**config.mk**
```make
export PLATFORM = sky130hd
export DESIGN_NAME = fetch_top
export DESIGN_NICKNAME = d
export VERILOG_FILES = /design/src/hdl/fetch_pkg.sv /design/src/hdl/fetch_top.sv /design/src/hdl/fetch_unit.sv /design/src/hdl/instr_cache.sv
export SDC_FILE = /design/constraint.sdc
export NUM_CORES = 1
export LEC_CHECK = 0
export BUFFER_PORTS_ARGS = -buffer_cell sky130_fd_sc_hd__buf_4
export CAP_MARGIN = 20
export CORE_MARGIN = 2
export CORE_UTILIZATION = 45
export DETAILED_ROUTE_END_ITERATION = 8
export PLACE_DENSITY_LB_ADDON = 0.3
export SYNTH_ARGS = -nofsm -noshare
export SYNTH_HDL_FRONTEND = slang
export SYNTH_SLANG_ARGS = --single-unit
```
**constraint.sdc**
```tcl
create_clock -name i_clock -period 12.5 [get_ports i_clock]
set_input_delay 2.5 -clock i_clock [delete_from_list [all_inputs] [get_ports i_clock]]
set_output_delay 2.5 -clock i_clock [all_outputs]
set_load 0.005 [all_outputs]
```
**src/hdl/fetch_pkg.sv**
```systemverilog
package fetch_pkg;

	// Basic words of the fetch stage
	typedef logic [31:0] addr_t;
	typedef logic [31:0] instr_t;

	// Sequence tag, wraps around
	typedef logic [7:0] tag_t;

	// Opcode field, bits 31..26 in every instruction format
	typedef logic [5:0] opcode_t;

	// Control transfer opcodes
	localparam opcode_t OPC_JUMP      = 6'h02;
	localparam opcode_t OPC_BRANCH_EQ = 6'h04;
	localparam opcode_t OPC_BRANCH_NE = 6'h05;
	localparam opcode_t OPC_BRANCH_LT = 6'h06;
	localparam opcode_t OPC_BRANCH_GE = 6'h07;

	// First fetch address after reset
	localparam addr_t RESET_PC = 32'h0000_0000;

	// Issued instruction towards decode
	typedef struct packed {
		tag_t   tag;
		addr_t  pc;
		instr_t instr;
	} fetch_out_t;

	// Resolved branch from execute
	typedef struct packed {
		tag_t  tag;
		addr_t next_pc;
	} redirect_t;

	// Refill request towards memory
	typedef struct packed {
		logic  request;
		addr_t address;
	} bus_req_t;

	// Cache answer, pc tells which lookup it belongs to
	typedef struct packed {
		addr_t  pc;
		instr_t data;
	} cache_resp_t;

endpackage
```
**src/hdl/fetch_top.sv**
```systemverilog
`timescale 1ns/1ps

module fetch_top #(
	parameter int ICACHE_LINES = 16
) (
	input  logic                  i_clock,
	input  logic                  i_reset,
	input  logic                  i_stall,

	// From execute
	input  fetch_pkg::redirect_t  i_redirect,

	// Memory bus
	output fetch_pkg::bus_req_t   o_bus,
	input  logic                  i_bus_ready,
	input  fetch_pkg::instr_t     i_bus_rdata,

	// To decode
	output fetch_pkg::fetch_out_t o_fetch,

	// Cache debug counters
	output logic [31:0]           o_hit_count,
	output logic [31:0]           o_miss_count
);

	import fetch_pkg::*;

	addr_t       lookup_pc;
	cache_resp_t cache_resp;

	fetch_unit u_fetch (
		.i_clock    (i_clock),
		.i_reset    (i_reset),
		.i_stall    (i_stall),
		.i_redirect (i_redirect),
		.i_resp     (cache_resp),
		.o_pc       (lookup_pc),
		.o_fetch    (o_fetch)
	);

	instr_cache #(
		.ICACHE_LINES (ICACHE_LINES)
	) u_icache (
		.i_clock      (i_clock),
		.i_reset      (i_reset),
		.i_pc         (lookup_pc),
		.o_resp       (cache_resp),
		.o_bus        (o_bus),
		.i_bus_ready  (i_bus_ready),
		.i_bus_rdata  (i_bus_rdata),
		.o_hit_count  (o_hit_count),
		.o_miss_count (o_miss_count)
	);

endmodule

```
**src/hdl/fetch_unit.sv**
```systemverilog
`timescale 1ns/1ps

module fetch_unit (
	input  logic                   i_clock,
	input  logic                   i_reset,
	input  logic                   i_stall,

	// Branch resolution from execute
	input  fetch_pkg::redirect_t   i_redirect,

	// Cache interface
	input  fetch_pkg::cache_resp_t i_resp,
	output fetch_pkg::addr_t       o_pc,

	// Towards decode
	output fetch_pkg::fetch_out_t  o_fetch
);

	import fetch_pkg::*;

	localparam logic ST_RUN         = 1'b0;
	localparam logic ST_WAIT_BRANCH = 1'b1;

	logic       state;
	addr_t      pc;
	fetch_out_t fetch_q;

	opcode_t opcode;
	logic    is_branch;
	logic    resp_match;
	logic    issue;
	logic    redirect_take;
	tag_t    next_tag;

	// Opcode sits at the same bits in every format
	assign opcode = i_resp.data[31:26];

	// Branch predecode
	always_comb begin
		case (opcode)
			OPC_JUMP,
			OPC_BRANCH_EQ,
			OPC_BRANCH_NE,
			OPC_BRANCH_LT,
			OPC_BRANCH_GE: is_branch = 1'b1;
			default:       is_branch = 1'b0;
		endcase
	end

	// Cache answer belongs to the current pc
	assign resp_match = (i_resp.pc == pc);

	assign issue = (state == ST_RUN) && !i_stall && resp_match;

	// Only the redirect for the last issued branch counts
	assign redirect_take = (state == ST_WAIT_BRANCH) && !i_stall &&
		(i_redirect.tag == fetch_q.tag);

	assign next_tag = fetch_q.tag + tag_t'(1);

	// Issue register towards decode
	always_ff @(posedge i_clock) begin
		if (i_reset) begin
			fetch_q <= '0;
		end else if (issue) begin
			fetch_q.tag   <= next_tag;
			fetch_q.pc    <= pc;
			fetch_q.instr <= i_resp.data;
		end
	end

	// PC state machine
	always_ff @(posedge i_clock) begin
		if (i_reset) begin
			state <= ST_RUN;
			pc    <= RESET_PC;
		end else begin
			case (state)
				ST_RUN: begin
					if (issue) begin
						if (is_branch) begin
							// Hold pc until execute resolves it
							state <= ST_WAIT_BRANCH;
						end else begin
							pc <= pc + 32'd4;
						end
					end
				end
				ST_WAIT_BRANCH: begin
					if (redirect_take) begin
						pc    <= i_redirect.next_pc;
						state <= ST_RUN;
					end
				end
				default: state <= ST_RUN;
			endcase
		end
	end

	assign o_pc    = pc;
	assign o_fetch = fetch_q;

	// PC stays on a word boundary
	a_pc_aligned: assert property (@(posedge i_clock) disable iff (i_reset)
		pc[1:0] == 2'b00);

endmodule

```
**src/hdl/instr_cache.sv**
```systemverilog
`timescale 1ns/1ps

module instr_cache #(
	parameter int ICACHE_LINES = 16
) (
	input  logic                  i_clock,
	input  logic                  i_reset,

	// Lookup from the fetch unit
	input  fetch_pkg::addr_t      i_pc,
	output fetch_pkg::cache_resp_t o_resp,

	// Refill bus
	output fetch_pkg::bus_req_t   o_bus,
	input  logic                  i_bus_ready,
	input  fetch_pkg::instr_t     i_bus_rdata,

	// Debug counters
	output logic [31:0]           o_hit_count,
	output logic [31:0]           o_miss_count
);

	import fetch_pkg::*;

	localparam int IDX_W = $clog2(ICACHE_LINES);
	localparam int TAG_W = 32 - IDX_W - 2;

	localparam logic ST_LOOKUP = 1'b0;
	localparam logic ST_REFILL = 1'b1;

	// Line storage
	logic [ICACHE_LINES-1:0] line_valid;
	logic [TAG_W-1:0]        line_tag  [ICACHE_LINES];
	instr_t                  line_data [ICACHE_LINES];

	logic state;

	logic [IDX_W-1:0] lookup_idx;
	logic [TAG_W-1:0] lookup_tag;
	logic [IDX_W-1:0] fill_idx;
	logic [TAG_W-1:0] fill_tag;

	logic new_pc;
	logic lookup_hit;
	logic start_refill;
	logic line_write;

	logic        bus_request;
	addr_t       bus_address;
	cache_resp_t resp_q;
	logic [31:0] hit_count;
	logic [31:0] miss_count;

	// Word address split into index and tag
	assign lookup_idx = i_pc[IDX_W+1:2];
	assign lookup_tag = i_pc[31:IDX_W+2];
	assign fill_idx   = bus_address[IDX_W+1:2];
	assign fill_tag   = bus_address[31:IDX_W+2];

	// Only a pc not yet answered starts a lookup
	assign new_pc     = (i_pc != resp_q.pc);
	assign lookup_hit = line_valid[lookup_idx] && (line_tag[lookup_idx] == lookup_tag);

	assign start_refill = (state == ST_LOOKUP) && new_pc && !lookup_hit;
	assign line_write   = (state == ST_REFILL) && i_bus_ready;

	// Lookup / refill controller
	always_ff @(posedge i_clock) begin
		if (i_reset) begin
			state       <= ST_LOOKUP;
			bus_request <= 1'b0;
			// Unaligned pc, so nothing matches until the first lookup
			resp_q.pc   <= ~RESET_PC;
			resp_q.data <= '0;
			hit_count   <= '0;
			miss_count  <= '0;
		end else begin
			case (state)
				ST_LOOKUP: begin
					if (new_pc) begin
						if (lookup_hit) begin
							resp_q.pc   <= i_pc;
							resp_q.data <= line_data[lookup_idx];
							hit_count   <= hit_count + 32'd1;
						end else begin
							bus_request <= 1'b1;
							miss_count  <= miss_count + 32'd1;
							state       <= ST_REFILL;
						end
					end
				end
				ST_REFILL: begin
					// Answer straight from the bus word
					if (i_bus_ready) begin
						bus_request <= 1'b0;
						resp_q.pc   <= bus_address;
						resp_q.data <= i_bus_rdata;
						state       <= ST_LOOKUP;
					end
				end
				default: state <= ST_LOOKUP;
			endcase
		end
	end

	// Address held for the whole request
	always_ff @(posedge i_clock) begin
		if (start_refill) begin
			bus_address <= i_pc;
		end
	end

	// Valid bits
	always_ff @(posedge i_clock) begin
		if (i_reset) begin
			line_valid <= '0;
		end else if (line_write) begin
			line_valid[fill_idx] <= 1'b1;
		end
	end

	// Tag and data arrays
	always_ff @(posedge i_clock) begin
		if (line_write) begin
			line_tag[fill_idx]  <= fill_tag;
			line_data[fill_idx] <= i_bus_rdata;
		end
	end

	assign o_resp         = resp_q;
	assign o_bus.request  = bus_request;
	assign o_bus.address  = bus_address;
	assign o_hit_count    = hit_count;
	assign o_miss_count   = miss_count;

	// Request and address hold until memory answers
	a_bus_addr_stable: assert property (@(posedge i_clock) disable iff (i_reset)
		bus_request && !i_bus_ready |=> bus_request && $stable(bus_address));

	// Memory raises ready only for an open request
	a_ready_needs_request: assert property (@(posedge i_clock) disable iff (i_reset)
		i_bus_ready |-> bus_request);

endmodule

```
# == Word-level counts from Yosys, hierarchy flattened ==
# Memories as Yosys holds them, arrays and structs flattened. A register that Yosys moved wholly into a read port is not among the register bits.
# Index checks and enable logic that the tools add are counted.
# word_totals
regBits,283
output_inout_bits,169
input_bits,76
n_memories,2
ram_bits,928
# mem_list
name,words,width,read_ports,rd_ports_with_merged_regs,wr,line,source
u_icache.line_data,16,32,1,1,1,instr_cache.sv:34,instr_t line_data [ICACHE_LINES];
u_icache.line_tag,16,26,1,1,1,instr_cache.sv:33,logic [TAG_W-1:0] line_tag [ICACHE_LINES];
# classes
n_eq_ne,16
reduce_logical,17
add_sub_neg,4
magnitude_cmp,3
bitwise_logic,4
mux,31
# ops
cell,n
$mux 64,3
$pmux 64 s2,1
$mux 32,3
$add 32x1->32 const B,2
$pmux 32 s2,1
$add 32x3->32 const B,1
$eq 32x32->1,1
$ne 32x32->1,1
$eq 26x26->1,1
$eq 6x3->1 const B,4
$mux 4,4
$or 16x16->16,1
$reduce_and 3->1,5
$mux 1,14
$lt 4x5->1 const B,2
$logic_and 1x1->1,9
$add 8x1->8 const B,1
$eq 8x8->1,1
$ne 2x2->1 const B,4
$eq 6x2->1 const B,1
$ne 2x1->1 const B,3
$pmux 1 s2,3
$reduce_or 5->1,1
$bmux 1 s4,1
other kinds (4),7

# == Logic depth before layout (Yosys ltp) ==
# logic_depth
ltp_word,8
depth_mapped,18
depth_no_buf,9

# == Cells and area by module ==
# From an unflattened synthesis, not the netlist that was laid out.
# hier_totals
hier_cells,2958
area_unflattened_um2,48959.5
# by_module_without_submodules
mod,cells_each,seq_area_each_um2,instances,area_per_inst_um2
instr_cache,2379,31750.5,1,43939.6
fetch_unit,579,2102.0,1,5019.8

# == Worst setup path before layout ==
# Ideal clock, no wire load.
# synth_path
kind,in2reg
startpoint,in i_bus_ready
endpoint,mem u_icache.line_data[0][0] (netlist bit) (enable)
path_buffers,0
slack_ns,4.909
t_required_ns,11.952
setup_ns,0.548
t_arrival_ns,7.043
cell_stages,3
cell_sequence,nand2_1 > or3_1 > nor3_1
# synth_between
elab_chain_len,3
# synth_lines
element,line,source
"start, declared",fetch_top.sv:15,"input logic i_bus_ready,"
$logic_and 1x1->1,instr_cache.sv:65,assign line_write = (state == ST_REFILL) && i_bus_ready;
$mux 1,instr_cache.sv:124,if (line_write) begin
$mux 1 (not written as such),instr_cache.sv:126,line_data[fill_idx] <= i_bus_rdata;
"end, declared",instr_cache.sv:34,
# Every way passes these cells.

==> results.cfg <==
[drt]
drc = 0
route.final.wire_length_mm = 132
ant_nets = 0
drtPass1Iterations = 6
route.vias.total = 28900
drt_iter0_markers = 3299
wire_per_inst_um = 27.4
vias_per_cell = 5.99

[layout]
multi_input_area_um2 = 14000
regArea_um2 = 34000
syn_to_final_growth_pct = 15.0
final_net_count = 3374
final_cell_mix = edfxtp_1 (960), buf_4 (309), nor2_1 (276)
final_layout_size_suffix_gt1_share_pct = 23.3
layout_commonest_cell = edfxtp_1
nFillCells = 8682
fin_area_um2 = 56400

[timing]
finalHoldViolCount = 0
slew_headroom_pct = 23.3
fin_tns_setup_ns = 0
slew_violations = 0
setup_ws_ns = 6.01
finalClockSkew_ns = 0.0497
fin_crit_ns = 6.49
setup_violations = 0
fmax_mhz = 154
tightest_slew_ns = 1.15
period_share_pct = 51.9
hold_ws_ns = 0.460
rsz0062_at_grt = no

[floorplan]
die-area_um2 = 112000
rows = 121
pin_count = 245
chipWidth_um = 334
die_h_um = 334
start_util_pct = 45.2
coreArea_um2 = 109000

[grt]
grt_max_degree = 175
antenna_found_initial = 6
track_usage_pct = 23.3
grt_pass1_wl_mm = 191
grt_overflow = 0
grt_pass1_vias = 27500

[synthesis]
syn_inst = 3072
synthMuxAreaShare_pct = 14.4
ys.flop_type = edfxtp_1
yosys_warnings = 0
synth_area_leaders = edfxtp_1 (59%), mux4_2 (11%), dfxtp_1 (10%)
synth-xor-area-share_pct = 1.34
synth-simple-area-share_pct = 6.99
synth_top_area_share_pct = 58.8
synth-seq-cells = 1215
avgSynthCellArea_um2 = 16.0
ys_types = 70
synth_fa_ha_area_share_pct = 0.102
syn_nets = 3152
synthArstFlopShare_pct = 0
ys_seq_area_share_pct = 69.2
synth_area_leader_cell = edfxtp_1
synth_edf_count = 960
synth_area_um2 = 49100
synth_top_family_by_area = multiplexers
synth_compound_area_share_pct = 5.39

[power_and_ir_drop]
cell_internal_pwr_uw = 6610
switching_share_pct = 21.0
seqPwrFrac_pct = 53.1
p_sw_uw = 1750
peakVddDrop_mv = 0.145
comb_power_share_pct = 2.6
p_per_area_nw_per_um2 = 148
leakagePower_uw = 0.0186
p_clk_share_pct = 44.3

[place]
place_ws_ns = 6.05
gp_congestion = 0.839
place_area_um2 = 52300
hpwl_mm = 76.4
io_buffers = 244

[clock_network]
numCtsBuffers = 121
cts-root-buf = clkbuf_16
clkLatencyLatePin_ns = 0.74
clk_pin_slew_ns = 0.06
cts_sinks = 1215
cts_tree = done
h-tree-depth = 3
clk_path_buf_depth = 3
hold_buffers = 0
post_cts_buffers = 0
cts_resized = 0

[worst_setup_path]
arrival_ns = 7.13
start_kind = flip-flop
cpPeakStageDelay_ns = 0.96
cp-end-kind = flip-flop
path_max_fanout = 62
crit_type = reg -> reg
cpMostUsedCell = buf_4
crit_chain = buf_4 -> buf_4 -> mux4_2 -> mux2_2 -> o21ai_0 -> a221oi_1 -> a2111oi_2 -> nand4_1 -> or4b_4 -> and2_4 -> buf_4 -> a211oi_1
slowest_stage = or4b_4
required_ns = 13.13

[outcome]
status = complete, no violations

[worst_hold_path]
hold_path_class = reg -> reg

[run]
maxCapViolCount = 0
[Yosys cell counts, drive strengths merged (2+ instances only)]
| cell type | instances |
|---|---|
| nand4 | 29 |
| nor2 | 288 |
| a21oi | 95 |
| a22oi | 34 |
| nand3 | 42 |
| or4 | 39 |
| mux2 | 31 |
| a22o | 11 |
| nand2 | 95 |
| xnor2 | 55 |
| dfxtp | 255 |
| a32oi | 3 |
| and3 | 26 |
| a21bo | 2 |
| ha | 4 |
| a21o | 2 |
| nor2b | 53 |
| a221o | 2 |
| a2111oi | 2 |
| and2 | 42 |
| or3 | 12 |
| and4 | 4 |
| a211oi | 80 |
| xor2 | 20 |
| or2 | 2 |
| edfxtp | 960 |
| a221oi | 44 |
| buf | 74 |
| nand2b | 16 |
| nor3 | 27 |
| o32ai | 3 |
| inv | 59 |
| o211ai | 4 |
| o2111ai | 2 |
| nor4 | 20 |
| mux2i | 158 |
| o21bai | 6 |
| o41ai | 2 |
| o311a | 2 |
| o22ai | 4 |
| o31ai | 29 |
| o21ai | 50 |
| clkbuf | 139 |
| mux4 | 229 |
[critical path: cells and delay by family (launching register included)]
kind            cells  cell delay (ns)
mux                 2             0.89
flops               1             0.66
simple gates        3             1.69
compound gates      4             1.05
buf+inv             3             1.86
[routing by layer]
metal,vias to the layer above,GRT usage (%),part of all wire (%)
li1,12400,-,-
met1,14800,34.1,42
met3,187,4.97,10
met5,-,0,0.017
met2,1453,35.4,46
met4,4,6.62,2.5
[state kept, by name, summed over array words and instances (netlist names), named ones only]
name	flops
u_icache.line_data	512
u_fetch.o_fetch	72
u_icache.state	1
u_icache.o_hit_count	32
u_icache.bus_address	32
u_icache.line_tag	416
u_icache.bus_request	1
u_fetch.state	1
u_icache.line_valid	16
u_fetch.o_pc	32
u_icache.o_resp	64
u_icache.o_miss_count	32
[cells by family after synthesis]
family	count (synthesis)
flops	1215
compound gates	385
buf+inv	273
xor+xnor	75
simple gates	702
fa+ha+maj	4
mux	418
[layout make-up]
cell class                      count  share of cell area, %
Sequential cell                  1215                   60.1
Multi-Input combinational cell   1584                   24.8
Clock buffer                      165                   5.94
Timing Repair Buffer              312                   4.21
Tap cell                         1414                   3.13
Clock inverter                     66                   1.32
Inverter                           60                  0.401
Antenna cell                        3                 0.0133
[worst paths after layout]
path              slack (ns)                 start  cells past startpoint              endpoint
hold reg to reg         0.46  u_icache.bus_request                      2  u_icache.bus_request
hold / removal          0.46  u_icache.bus_request                      2  u_icache.bus_request
setup reg to reg        6.01             flip-flop                     12    u_icache.o_resp[7]
setup / recovery        6.01             flip-flop                     12    u_icache.o_resp[7]
[metrics by stage]
step	utilization (%)	power, uW	instances
after detailed placement	48.2	4740	4585
after floorplan	-	4620	3072
final	52.0	8360	4819
after global routing	52.0	8580	4818
after global placement	48.2	4740	4585
after CTS	52.0	8420	4816
[power by group through the flow]
| stage | Sequential (uW) | Clock, uW | Combinational [uW] |
|---|---|---|---|
| floorplan | 4520 | 0 | 99.1 |
| CTS | 4440 | 3760 | 218 |
| finish | 4440 | 3700 | 218 |
| detailed placement | 4520 | 0 | 218 |
| global route | 4440 | 3910 | 234 |
| global placement | 4520 | 0 | 216 |
Note: power is estimated with default switching activity, not from simulation.
